**src/core_macros.svh**
```systemverilog
`ifndef CORE_MACROS_SVH
`define CORE_MACROS_SVH

// Datapath width
`define CORE_XLEN 32

// Rename registers and ROB entries share one tag space
`define CORE_RRF_NUM 8
`define CORE_RRF_SEL 3

// Reservation station depth
`define CORE_RS_NUM 4

`endif

```
**src/core_pkg.sv**
```systemverilog
`default_nettype none

`include "core_macros.svh"

package core_pkg;

  typedef logic [`CORE_XLEN-1:0] data_t;
  typedef logic [4:0] reg_sel_t;
  typedef logic [`CORE_RRF_SEL-1:0] rrf_tag_t;
  typedef logic [3:0] alu_op_t;

  localparam alu_op_t ALU_ADD  = 4'd0;
  localparam alu_op_t ALU_SUB  = 4'd1;
  localparam alu_op_t ALU_SLL  = 4'd2;
  localparam alu_op_t ALU_SLT  = 4'd3;
  localparam alu_op_t ALU_SLTU = 4'd4;
  localparam alu_op_t ALU_XOR  = 4'd5;
  localparam alu_op_t ALU_SRL  = 4'd6;
  localparam alu_op_t ALU_SRA  = 4'd7;
  localparam alu_op_t ALU_OR   = 4'd8;
  localparam alu_op_t ALU_AND  = 4'd9;

  typedef struct packed {
    alu_op_t  alu_op;
    reg_sel_t rd;
    reg_sel_t rs1;
    reg_sel_t rs2;
    logic     uses_rs1;
    logic     uses_rs2;
    logic     uses_imm;
    data_t    imm;
    logic     wr_reg;
  } decoded_t;

  // Operands not yet ready hold the producer tag in their low bits
  typedef struct packed {
    alu_op_t  alu_op;
    data_t    op1;
    logic     rdy1;
    data_t    op2;
    logic     rdy2;
    rrf_tag_t rrf_tag;
    logic     wr_reg;
  } dispatch_t;

  typedef struct packed {
    logic     valid;
    rrf_tag_t rrf_tag;
    data_t    data;
  } result_t;

  typedef struct packed {
    logic     valid;
    rrf_tag_t rrf_tag;
    reg_sel_t rd;
    logic     wr_reg;
  } commit_t;

endpackage

`default_nettype wire

```
**src/alu_rs.sv**
```systemverilog
`default_nettype none

`include "core_macros.svh"

module alu_rs (
  input  logic                              clk_i,
  input  logic                              rst_n_i,
  input  logic                              disp_valid_i,
  input  core_pkg::dispatch_t               disp_i,
  input  core_pkg::result_t                 result_i,
  output logic                              issue_valid_o,
  output core_pkg::dispatch_t               issue_o,
  output logic [$clog2(`CORE_RS_NUM+1)-1:0] free_cnt_o
);
  import core_pkg::*;

  localparam int rs_sel_w = $clog2(`CORE_RS_NUM);

  dispatch_t               ent_q [`CORE_RS_NUM];
  logic [`CORE_RS_NUM-1:0] valid_q;
  // older_q[i][j] set when entry i is older than entry j
  logic [`CORE_RS_NUM-1:0] older_q [`CORE_RS_NUM];
  logic [`CORE_RS_NUM-1:0] ready_vec;
  logic [rs_sel_w-1:0]     issue_sel;
  logic [rs_sel_w-1:0]     write_sel;

  function automatic dispatch_t wake(input dispatch_t ent, input result_t res);
    dispatch_t w;
    w = ent;
    if (res.valid && !w.rdy1 && w.op1[`CORE_RRF_SEL-1:0] == res.rrf_tag) begin
      w.op1  = res.data;
      w.rdy1 = 1'b1;
    end
    if (res.valid && !w.rdy2 && w.op2[`CORE_RRF_SEL-1:0] == res.rrf_tag) begin
      w.op2  = res.data;
      w.rdy2 = 1'b1;
    end
    return w;
  endfunction

  always_comb begin
    logic blocked;
    issue_valid_o = 1'b0;
    issue_sel     = '0;
    write_sel     = '0;
    free_cnt_o    = '0;
    for (int i = 0; i < `CORE_RS_NUM; i++) begin
      ready_vec[i] = valid_q[i] && ent_q[i].rdy1 && ent_q[i].rdy2;
      if (!valid_q[i]) begin
        free_cnt_o = free_cnt_o + 1'b1;
      end
    end
    // Lowest free slot
    for (int i = `CORE_RS_NUM-1; i >= 0; i--) begin
      if (!valid_q[i]) begin
        write_sel = rs_sel_w'(i);
      end
    end
    // Oldest ready entry
    for (int i = 0; i < `CORE_RS_NUM; i++) begin
      blocked = 1'b0;
      for (int j = 0; j < `CORE_RS_NUM; j++) begin
        if (ready_vec[j] && older_q[j][i]) begin
          blocked = 1'b1;
        end
      end
      if (ready_vec[i] && !blocked) begin
        issue_valid_o = 1'b1;
        issue_sel     = rs_sel_w'(i);
      end
    end
    issue_o = ent_q[issue_sel];
  end

  always_ff @(posedge clk_i) begin
    if (!rst_n_i) begin
      valid_q <= '0;
      for (int i = 0; i < `CORE_RS_NUM; i++) begin
        older_q[i] <= '0;
      end
    end else begin
      if (issue_valid_o) begin
        valid_q[issue_sel] <= 1'b0;
      end
      if (disp_valid_i) begin
        valid_q[write_sel] <= 1'b1;
        for (int j = 0; j < `CORE_RS_NUM; j++) begin
          older_q[j][write_sel] <= 1'b1;
        end
        older_q[write_sel] <= '0;
      end
    end
  end

  // Wakeup also applies to the entry being written
  always_ff @(posedge clk_i) begin
    for (int i = 0; i < `CORE_RS_NUM; i++) begin
      ent_q[i] <= wake(ent_q[i], result_i);
    end
    if (disp_valid_i) begin
      ent_q[write_sel] <= wake(disp_i, result_i);
    end
  end

endmodule

`default_nettype wire

```
**src/alu_unit.sv**
```systemverilog
`default_nettype none

`include "core_macros.svh"

module alu_unit (
  input  logic                clk_i,
  input  logic                rst_n_i,
  input  logic                issue_valid_i,
  input  core_pkg::dispatch_t issue_i,
  output core_pkg::result_t   result_o
);
  import core_pkg::*;

  data_t alu_out;

  always_comb begin
    case (issue_i.alu_op)
      ALU_SUB:  alu_out = issue_i.op1 - issue_i.op2;
      ALU_SLL:  alu_out = issue_i.op1 << issue_i.op2[4:0];
      ALU_SLT:  alu_out = {{(`CORE_XLEN-1){1'b0}},
                           $signed(issue_i.op1) < $signed(issue_i.op2)};
      ALU_SLTU: alu_out = {{(`CORE_XLEN-1){1'b0}}, issue_i.op1 < issue_i.op2};
      ALU_XOR:  alu_out = issue_i.op1 ^ issue_i.op2;
      ALU_SRL:  alu_out = issue_i.op1 >> issue_i.op2[4:0];
      ALU_SRA:  alu_out = $signed(issue_i.op1) >>> issue_i.op2[4:0];
      ALU_OR:   alu_out = issue_i.op1 | issue_i.op2;
      ALU_AND:  alu_out = issue_i.op1 & issue_i.op2;
      default:  alu_out = issue_i.op1 + issue_i.op2;
    endcase
  end

  always_ff @(posedge clk_i) begin
    result_o.rrf_tag <= issue_i.rrf_tag;
    // No destination register means nothing to report
    result_o.data    <= issue_i.wr_reg ? alu_out : '0;
    if (!rst_n_i) begin
      result_o.valid <= 1'b0;
    end else begin
      result_o.valid <= issue_valid_i;
    end
  end

endmodule

`default_nettype wire

```
**src/insn_decoder.sv**
```systemverilog
`default_nettype none

`include "core_macros.svh"

module insn_decoder (
  input  logic               clk_i,
  input  logic               rst_n_i,
  input  logic               insn_valid_i,
  input  logic [31:0]        insn_i,
  output logic               dec_valid_o,
  output core_pkg::decoded_t dec_o
);
  import core_pkg::*;

  localparam logic [6:0] opc_op     = 7'b0110011;
  localparam logic [6:0] opc_op_imm = 7'b0010011;

  logic [6:0] opcode;
  logic [2:0] funct3;
  logic       alt;
  logic       is_op;
  decoded_t   dec_d;

  assign opcode = insn_i[6:0];
  assign funct3 = insn_i[14:12];
  // funct7 bit 5 picks SUB and SRA
  assign alt    = insn_i[30];
  assign is_op  = (opcode == opc_op);

  always_comb begin
    dec_d.rd       = insn_i[11:7];
    dec_d.rs1      = insn_i[19:15];
    dec_d.rs2      = insn_i[24:20];
    dec_d.uses_rs1 = 1'b1;
    dec_d.uses_rs2 = is_op;
    dec_d.uses_imm = !is_op;
    dec_d.wr_reg   = is_op || (opcode == opc_op_imm);
    dec_d.imm      = {{(`CORE_XLEN-12){insn_i[31]}}, insn_i[31:20]};
    case (funct3)
      3'b000:  dec_d.alu_op = (is_op && alt) ? ALU_SUB : ALU_ADD;
      3'b001:  dec_d.alu_op = ALU_SLL;
      3'b010:  dec_d.alu_op = ALU_SLT;
      3'b011:  dec_d.alu_op = ALU_SLTU;
      3'b100:  dec_d.alu_op = ALU_XOR;
      3'b101:  dec_d.alu_op = alt ? ALU_SRA : ALU_SRL;
      3'b110:  dec_d.alu_op = ALU_OR;
      default: dec_d.alu_op = ALU_AND;
    endcase
    // Shift immediates carry only shamt
    if (funct3 == 3'b001 || funct3 == 3'b101) begin
      dec_d.imm = data_t'(insn_i[24:20]);
    end
  end

  always_ff @(posedge clk_i) begin
    dec_o <= dec_d;
    if (!rst_n_i) begin
      dec_valid_o <= 1'b0;
    end else begin
      dec_valid_o <= insn_valid_i;
    end
  end

endmodule

`default_nettype wire

```
**src/ooo_core_top.sv**
```systemverilog
`default_nettype none

`include "core_macros.svh"

module ooo_core_top (
  input  logic               clk_i,
  input  logic               rst_n_i,
  input  logic               insn_valid_i,
  input  logic [31:0]        insn_i,
  output logic               dispatch_ready_o,
  output logic               commit_valid_o,
  output core_pkg::reg_sel_t commit_rd_o,
  output core_pkg::data_t    commit_data_o
);
  import core_pkg::*;

  logic                               dec_valid;
  decoded_t                           dec;
  logic                               disp_valid;
  dispatch_t                          disp;
  commit_t                            alloc;
  logic                               issue_valid;
  dispatch_t                          issue;
  result_t                            result;
  commit_t                            commit;
  logic [$clog2(`CORE_RS_NUM+1)-1:0]  rs_free;

  insn_decoder u_insn_decoder (
    .clk_i        (clk_i),
    .rst_n_i      (rst_n_i),
    .insn_valid_i (insn_valid_i),
    .insn_i       (insn_i),
    .dec_valid_o  (dec_valid),
    .dec_o        (dec)
  );

  rename_unit u_rename_unit (
    .clk_i            (clk_i),
    .rst_n_i          (rst_n_i),
    .dec_valid_i      (dec_valid),
    .dec_i            (dec),
    .result_i         (result),
    .commit_i         (commit),
    .rs_free_i        (rs_free),
    .disp_valid_o     (disp_valid),
    .disp_o           (disp),
    .alloc_o          (alloc),
    .dispatch_ready_o (dispatch_ready_o),
    .commit_valid_o   (commit_valid_o),
    .commit_rd_o      (commit_rd_o),
    .commit_data_o    (commit_data_o)
  );

  alu_rs u_alu_rs (
    .clk_i         (clk_i),
    .rst_n_i       (rst_n_i),
    .disp_valid_i  (disp_valid),
    .disp_i        (disp),
    .result_i      (result),
    .issue_valid_o (issue_valid),
    .issue_o       (issue),
    .free_cnt_o    (rs_free)
  );

  alu_unit u_alu_unit (
    .clk_i         (clk_i),
    .rst_n_i       (rst_n_i),
    .issue_valid_i (issue_valid),
    .issue_i       (issue),
    .result_o      (result)
  );

  reorder_buffer u_reorder_buffer (
    .clk_i    (clk_i),
    .rst_n_i  (rst_n_i),
    .alloc_i  (alloc),
    .result_i (result),
    .commit_o (commit)
  );

endmodule

`default_nettype wire

```
**src/rename_unit.sv**
```systemverilog
`default_nettype none

`include "core_macros.svh"

module rename_unit (
  input  logic                                clk_i,
  input  logic                                rst_n_i,
  input  logic                                dec_valid_i,
  input  core_pkg::decoded_t                  dec_i,
  input  core_pkg::result_t                   result_i,
  input  core_pkg::commit_t                   commit_i,
  input  logic [$clog2(`CORE_RS_NUM+1)-1:0]   rs_free_i,
  output logic                                disp_valid_o,
  output core_pkg::dispatch_t                 disp_o,
  output core_pkg::commit_t                   alloc_o,
  output logic                                dispatch_ready_o,
  output logic                                commit_valid_o,
  output core_pkg::reg_sel_t                  commit_rd_o,
  output core_pkg::data_t                     commit_data_o
);
  import core_pkg::*;

  localparam int rs_cnt_w = $clog2(`CORE_RS_NUM+1);
  localparam logic [`CORE_XLEN:0] zero_rdy = {1'b1, {`CORE_XLEN{1'b0}}};

  data_t                   arf_data_q [32];
  logic [31:0]             arf_busy_q;
  rrf_tag_t                arf_tag_q [32];
  data_t                   rrf_data_q [`CORE_RRF_NUM];
  logic [`CORE_RRF_NUM-1:0] rrf_valid_q;
  rrf_tag_t                alloc_ptr_q;
  logic [`CORE_RRF_SEL:0]  free_cnt_q;
  logic [rs_cnt_w-1:0]     rs_avail;
  logic [`CORE_XLEN:0]     src1;
  logic [`CORE_XLEN:0]     src2;
  dispatch_t               disp_d;

  // Returns {ready, value or producer tag}
  function automatic logic [`CORE_XLEN:0] read_src(input reg_sel_t rs);
    rrf_tag_t tag;
    tag = arf_tag_q[rs];
    if (rs == '0) begin
      return zero_rdy;
    end else if (!arf_busy_q[rs]) begin
      return {1'b1, arf_data_q[rs]};
    end else if (rrf_valid_q[tag]) begin
      return {1'b1, rrf_data_q[tag]};
    end else if (result_i.valid && result_i.rrf_tag == tag) begin
      return {1'b1, result_i.data};
    end
    return {1'b0, data_t'(tag)};
  endfunction

  // The entry held in disp_o has not reached the station yet
  assign rs_avail = rs_free_i - {{(rs_cnt_w-1){1'b0}}, disp_valid_o};
  assign dispatch_ready_o = (free_cnt_q >= 2) && (rs_avail >= 2);

  always_comb begin
    src1 = dec_i.uses_rs1 ? read_src(dec_i.rs1) : zero_rdy;
    if (dec_i.uses_imm) begin
      src2 = {1'b1, dec_i.imm};
    end else if (dec_i.uses_rs2) begin
      src2 = read_src(dec_i.rs2);
    end else begin
      src2 = zero_rdy;
    end
    disp_d.alu_op  = dec_i.alu_op;
    disp_d.op1     = src1[`CORE_XLEN-1:0];
    disp_d.rdy1    = src1[`CORE_XLEN];
    disp_d.op2     = src2[`CORE_XLEN-1:0];
    disp_d.rdy2    = src2[`CORE_XLEN];
    disp_d.rrf_tag = alloc_ptr_q;
    disp_d.wr_reg  = dec_i.wr_reg;
  end

  always_ff @(posedge clk_i) begin
    alloc_o.rrf_tag <= alloc_ptr_q;
    alloc_o.rd      <= dec_i.rd;
    alloc_o.wr_reg  <= dec_i.wr_reg;
    if (!rst_n_i) begin
      disp_valid_o   <= 1'b0;
      alloc_o.valid  <= 1'b0;
      commit_valid_o <= 1'b0;
      arf_busy_q     <= '0;
      rrf_valid_q    <= '0;
      alloc_ptr_q    <= '0;
      free_cnt_q     <= (`CORE_RRF_SEL+1)'(`CORE_RRF_NUM);
      for (int i = 0; i < 32; i++) begin
        arf_data_q[i] <= '0;
      end
    end else begin
      disp_valid_o   <= dec_valid_i;
      alloc_o.valid  <= dec_valid_i;
      commit_valid_o <= commit_i.valid;
      case ({dec_valid_i, commit_i.valid})
        2'b10:   free_cnt_q <= free_cnt_q - 1'b1;
        2'b01:   free_cnt_q <= free_cnt_q + 1'b1;
        default: free_cnt_q <= free_cnt_q;
      endcase
      if (result_i.valid) begin
        rrf_valid_q[result_i.rrf_tag] <= 1'b1;
      end
      if (commit_i.valid && commit_i.wr_reg && commit_i.rd != '0) begin
        arf_data_q[commit_i.rd] <= rrf_data_q[commit_i.rrf_tag];
        // A younger writer keeps the register busy
        if (arf_tag_q[commit_i.rd] == commit_i.rrf_tag) begin
          arf_busy_q[commit_i.rd] <= 1'b0;
        end
      end
      // Allocation after commit so a new mapping of rd wins
      if (dec_valid_i) begin
        rrf_valid_q[alloc_ptr_q] <= 1'b0;
        alloc_ptr_q <= alloc_ptr_q + 1'b1;
        if (dec_i.wr_reg && dec_i.rd != '0) begin
          arf_busy_q[dec_i.rd] <= 1'b1;
        end
      end
    end
  end

  always_ff @(posedge clk_i) begin
    disp_o        <= disp_d;
    commit_rd_o   <= commit_i.rd;
    commit_data_o <= (commit_i.wr_reg && commit_i.rd != '0) ?
                     rrf_data_q[commit_i.rrf_tag] : '0;
    if (result_i.valid) begin
      rrf_data_q[result_i.rrf_tag] <= result_i.data;
    end
    if (dec_valid_i && dec_i.wr_reg && dec_i.rd != '0) begin
      arf_tag_q[dec_i.rd] <= alloc_ptr_q;
    end
  end

endmodule

`default_nettype wire

```
**src/reorder_buffer.sv**
```systemverilog
`default_nettype none

`include "core_macros.svh"

module reorder_buffer (
  input  logic              clk_i,
  input  logic              rst_n_i,
  input  core_pkg::commit_t alloc_i,
  input  core_pkg::result_t result_i,
  output core_pkg::commit_t commit_o
);
  import core_pkg::*;

  logic [`CORE_RRF_NUM-1:0] alloc_q;
  logic [`CORE_RRF_NUM-1:0] fin_q;
  logic [`CORE_RRF_NUM-1:0] wr_reg_q;
  reg_sel_t                 rd_q [`CORE_RRF_NUM];
  rrf_tag_t                 commit_ptr_q;

  always_comb begin
    commit_o.valid   = alloc_q[commit_ptr_q] && fin_q[commit_ptr_q];
    commit_o.rrf_tag = commit_ptr_q;
    commit_o.rd      = rd_q[commit_ptr_q];
    commit_o.wr_reg  = wr_reg_q[commit_ptr_q];
  end

  always_ff @(posedge clk_i) begin
    if (!rst_n_i) begin
      alloc_q      <= '0;
      commit_ptr_q <= '0;
    end else begin
      if (alloc_i.valid) begin
        alloc_q[alloc_i.rrf_tag] <= 1'b1;
      end
      if (commit_o.valid) begin
        alloc_q[commit_ptr_q] <= 1'b0;
        commit_ptr_q <= commit_ptr_q + 1'b1;
      end
    end
  end

  // Finished flag only counts while the entry is allocated
  always_ff @(posedge clk_i) begin
    if (alloc_i.valid) begin
      fin_q[alloc_i.rrf_tag]    <= 1'b0;
      rd_q[alloc_i.rrf_tag]     <= alloc_i.rd;
      wr_reg_q[alloc_i.rrf_tag] <= alloc_i.wr_reg;
    end
    if (result_i.valid) begin
      fin_q[result_i.rrf_tag] <= 1'b1;
    end
  end

endmodule

`default_nettype wire

```
**config.mk**
```make
export PLATFORM = sky130hd
export DESIGN_NAME = ooo_core_top
export DESIGN_NICKNAME = d
export VERILOG_FILES = /design/src/core_pkg.sv /design/src/alu_rs.sv /design/src/alu_unit.sv /design/src/insn_decoder.sv /design/src/ooo_core_top.sv /design/src/rename_unit.sv /design/src/reorder_buffer.sv
export VERILOG_INCLUDE_DIRS = /design/src /design/src/src
export SDC_FILE = /design/constraint.sdc
export NUM_CORES = 2
export LEC_CHECK = 0
export ABC_AREA = 1
export CAP_MARGIN = 5
export CORE_MARGIN = 2
export CORE_UTILIZATION = 50
export CTS_BUF_LIST = sky130_fd_sc_hd__clkbuf_8 sky130_fd_sc_hd__clkbuf_16
export DETAILED_ROUTE_END_ITERATION = 8
export DONT_BUFFER_PORTS = 1
export PLACE_DENSITY = 0.66
export SLEW_MARGIN = 30
export SYNTH_ARGS = -nofsm -noshare
export SYNTH_HDL_FRONTEND = slang
export SYNTH_SLANG_ARGS = --single-unit
```
**constraint.sdc**
```tcl
create_clock -name clk_i -period 10.9 [get_ports clk_i]
set_input_delay 3.27 -clock clk_i [delete_from_list [all_inputs] [get_ports clk_i]]
set_output_delay 3.27 -clock clk_i [all_outputs]
set_load 0.01 [all_outputs]
```
==> results by stage <==
Critical path:
- The signal on the critical path passes through inv_1, ha_1, xnor2_1, ha_1, mux2i_1, ha_1, xnor2_1, or2_2, nand3_1, o31ai_1, inv_1.
- For the worst flop-to-flop path, the logic depth is 26.
- The startpoint of the worst-slack reg-to-reg timing path is u_alu_rs.valid_q[2].
- The number of buffers and inverters on the critical path is 2.
- In this run the register-to-register setup slack is between 4 and 5 ns.
- The kind of critical path is flop to output pin.
- The cell class contributing the biggest share of worst-path delay is adder cells.
- The critical path data required time is 7.63 ns.
- The slowest cell on the critical path is dfxtp_1.
- The launching element type of the critical path is a flop.
- The sort of element at the end of the critical path is an output pin.
- Of all nets on the critical path, the largest fanout is 9.
- In this run the critical register-to-register path is captured at u_alu_unit.result_o[28].
- Among the stages of the critical path, the cell type that occurs most often is ha_1.
- STA puts the critical path data arrival time at 3.58 ns.
- In this design, the stage delay of the slowest critical-path cell is 0.54 ns.

CTS:
- The clock passes through at most 3 buffers.
- The number of setup buffers added after CTS is 0.
- The tree is rooted in a clkbuf_16.
- The clock reaches the later pin of the worst-skew pair after between 0.8 and 0.9 ns.
- The number of sinks on the clock net is 1993.
- The post-cts resize count is 0.
- The clock input transition at the sequential cells of the worst setup and hold paths is 0.06 ns.
- Buffers inserted to repair hold after CTS numbered 0.
- TritonCTS created 210 clock buffers.
- The clock tree from TritonCTS is yes.
- The H-tree generated during clock tree synthesis spans 4 levels.

Detailed routing:
- The routed design has ~460 mm of wire.
- The number of detailed-routing iterations run before antenna repair is 9.
- After detailed routing, the number of vias per cell comes to approximately 6.6.
- In the final routed layout, each cell accounts on average for ~29 µm.
- The count of antenna-violating nets left after detailed routing is 0.
- The count of vias placed by the detailed router is between 100k and 150k.
- The first routing iteration left between 15000 and 20000 violations.
- The DRC violation count after routing is 1.

Synth:
- The total standard cell area after synthesis is 110900 µm².
- Among all flip-flop cells after synthesis, the most frequent one is edfxtp_1.
- The per-instance average area after synthesis is a little over 8 µm².
- The flop and latch count out of synthesis is between 1500 and 2000.
- The number of unique standard cell types used by synthesis is 67.
- The number of enable flip-flop cells after synthesis is roughly 1700.
- The portion of the post-synthesis area used by sequential elements is between 50% and 60%.
- Counting every instance in the synthesized netlist gives 13440.
- The count of yosys warnings during synthesis is 0.
- In the synthesized netlist the async set-or-reset flop fraction comes to 0%.

GRT:
- The number of global-route vias before repair is ~100000.
- In the global route stage, met3 resource usage came out at roughly 11%.
- For this run, global-route usage on met1 was measured as between 40% and 50%.
- The global routing usage summed across all routing layers is about 40%.
- Entering global routing, the biggest net connects between 200 and 250 pins.
- The initial antenna violation count was 26.
- The met2 track demand over resource is 60.15%.
- The first-pass GRT wire length is approximately 660 mm.
- The layer with the highest usage is met2.
- For this run the aggregate overflow at the end of global routing stands at 0.

Layout:
- In the layout the commonest cells are nand2_1, nor2_1, edfxtp_1, o21ai_0, a21oi_1.
- The count of filler cells inserted in the layout is 19900.
- The ratio of cells with drive above 1 in the final layout is under 10%.
- The most common cell after layout, fill and taps aside is nand2_1.
- After the last flow step, the layout net total stands at about 13000.
- Relative to the synthesized area, the layout overhead comes to 8.071%.
- The finished layout holds 16000 standard cells, fillers aside.

Outcome:
- The final reports fail on DRC.
- The run finished, with violations left.

Timing:
- The number of hold-slack violations in the final timing report came to 0.
- The routed design could run at a clock period as short as 6.853 ns.
- For the final database, setup skew stands at roughly 0.052 ns.
- Setup repair after global routing left no endpoint under its margin.
- The highest achievable clock rate is 145.9 MHz.
- The total count of max-transition violations in the final report is 0.
- The number of setup violations in the final report is 0.
- In the finished design, the share of the clock period the worst path needs comes to approximately 63%.
- Summed over all failing endpoints, the final setup total negative slack is 0 ns.
- At the pin with the least slew margin, the transition time is about 1.2 ns.
- Measured against its own limit, the worst slew margin works out to about 20%.

Placed design:
- The post-placement cell count is approximately 16000.
- The detailed-placement wirelength estimate is approximately 280 mm.
- The number of port buffers is 0.
- The congestion estimate from routability-driven global placement came to about 0.96.

Min path:
- The worst hold path stage count is 0.
- In this run the worst hold path is classified as flop to flop.
- The startpoint identified for the worst hold timing path is u_insn_decoder.dec_o[54].
- For hold timing, the worst endpoint is u_rename_unit.disp_o[73].

Power:
- The leakage power is 46.22 nW.
- Dividing total power by cell area gives a power density of roughly 150 nW/µm².
- The maximum VDD drop is between 150 and 200 µV.

Die:
- Pin placement for this block handled between 70 and 80 I/O pins.
- The core region area is between 200000 and 250000 µm².
- From left edge to right edge, the die measures roughly 480 µm.
- Row generation in the floorplan step produced ~170 rows.
- The height of the die is approximately 480 µm.
- The effective utilization at floorplan is 50.38%.
- The die covers 225600 µm².

Job:
- The number of max-cap violations is 0.
kinds of logic (layout without fill, tap and decap cells):
logic type / after synthesis / count (layout) / synth area share, %
other cells: 1 / 40 / 0.003381
buf+inv: 2064 / 1622 / 7.563
fa+ha+maj: 110 / 110 / 1.261
compound gates: 3804 / 3804 / 19.31
mux: 13 / 13 / 0.1173
xor+xnor: 47 / 47 / 0.3711
simple gates: 5409 / 5409 / 19.88
flops: 1993 / 1993 / 51.49
cells in the mapped netlist (all sizes together) (8+ instances only):
cell type,number,area [µm²]
xor2,38,332.8
o221ai,66,578.1
a221oi,64,560.5
a22oi,20,150.1
nor2,2102,8035
nand3,960,4852
inv,958,3598
ha,107,1339
o21ai,1710,8577
dfxtp,273,5465
nand2,2216,8369
nor3,20,100.1
o211ai,445,3341
o221a,8,90.09
a211oi,15,112.6
edfxtp,1720,51650
nand4,63,394.1
clkbuf,606,2276
buf,495,2496
o22ai,89,563.0
a221o,18,180.2
mux2i,13,130.1
a31oi,15,93.84
xnor2,9,78.83
or2,33,206.5
a21oi,1242,6235
o31ai,9,67.56
o311ai,59,516.8
where the power goes:
part | total (W) | switching, W | internal (W)
clock | 0.00745 | 0.00317 | 0.00428
combinational | 0.00219 | 0.00167 | 0.000527
sequential | 0.00860 | 0.000148 | 0.00846
state kept, by name, indices dropped and copies added, names as in the netlist, 9 cells and up, named ones only:
signal                       cells
u_insn_decoder.dec_o            29
u_rename_unit.disp_o            70
u_rename_unit.arf_busy_q        32
u_rename_unit.alloc_o            9
u_rename_unit.arf_tag_q         96
u_alu_rs.ent_q                 296
u_rename_unit.arf_data_q      1024
u_rename_unit.rrf_data_q       256
u_reorder_buffer.rd_q           40
u_alu_unit.result_o             36
u_alu_rs.older_q                16
u_rename_unit.commit_data_o     32
per-layer routing:
| layer | routed length [µm] | up-vias |
|---|---|---|
| met5 | 159 | - |
| met4 | 36190 | 24 |
| met3 | 63160 | 1878 |
| met2 | 199700 | 8476 |
| met1 | 161500 | 49260 |
| li1 | - | 45280 |
worst max-delay path by stage:
stage	end	slack (ns)	cells after the start	start
after floorplan	u_rename_unit.arf_data_q[29][0]	5.22	4	rst_n_i
after global placement	u_alu_unit.result_o[28]	4.45	26	u_alu_rs.valid_q[2]
after detailed placement	u_alu_unit.result_o[28]	4.52	23	u_alu_rs.valid_q[1]
after CTS	dispatch_ready_o	3.95	11	u_alu_rs.valid_q[1]
after global routing	dispatch_ready_o	3.74	11	u_alu_rs.valid_q[1]
final	dispatch_ready_o	4.05	11	u_alu_rs.valid_q[1]
area by class of cell:
class	count	area [µm²]	share of cell area, %
flip-flops and latches	1993	57150	47.68
repair buffers	267	2186	1.823
clock inverters	155	1403	1.170
inverters	963	3661	3.054
multi-input cells	9418	46070	38.43
well taps	2958	3701	3.087
clock buffers	237	5683	4.741
diodes	5	12.51	0.01044
metrics by stage:
stage	hold WS [ns]	util (%)	power (W)	setup slack, ns	instance area [µm²]
floorplan	0.3096	-	0.01001	5.223	111000
global route	0.3521	54.44	0.01866	3.744	119900
CTS	0.3378	54.42	0.01812	3.949	119800
finish	0.3360	54.45	0.01825	4.047	119900
global placement	0.3264	51.19	0.01078	4.451	112700
detailed placement	0.3180	51.21	0.01083	4.520	112700
Note: power is estimated with default switching activity, not from simulation.
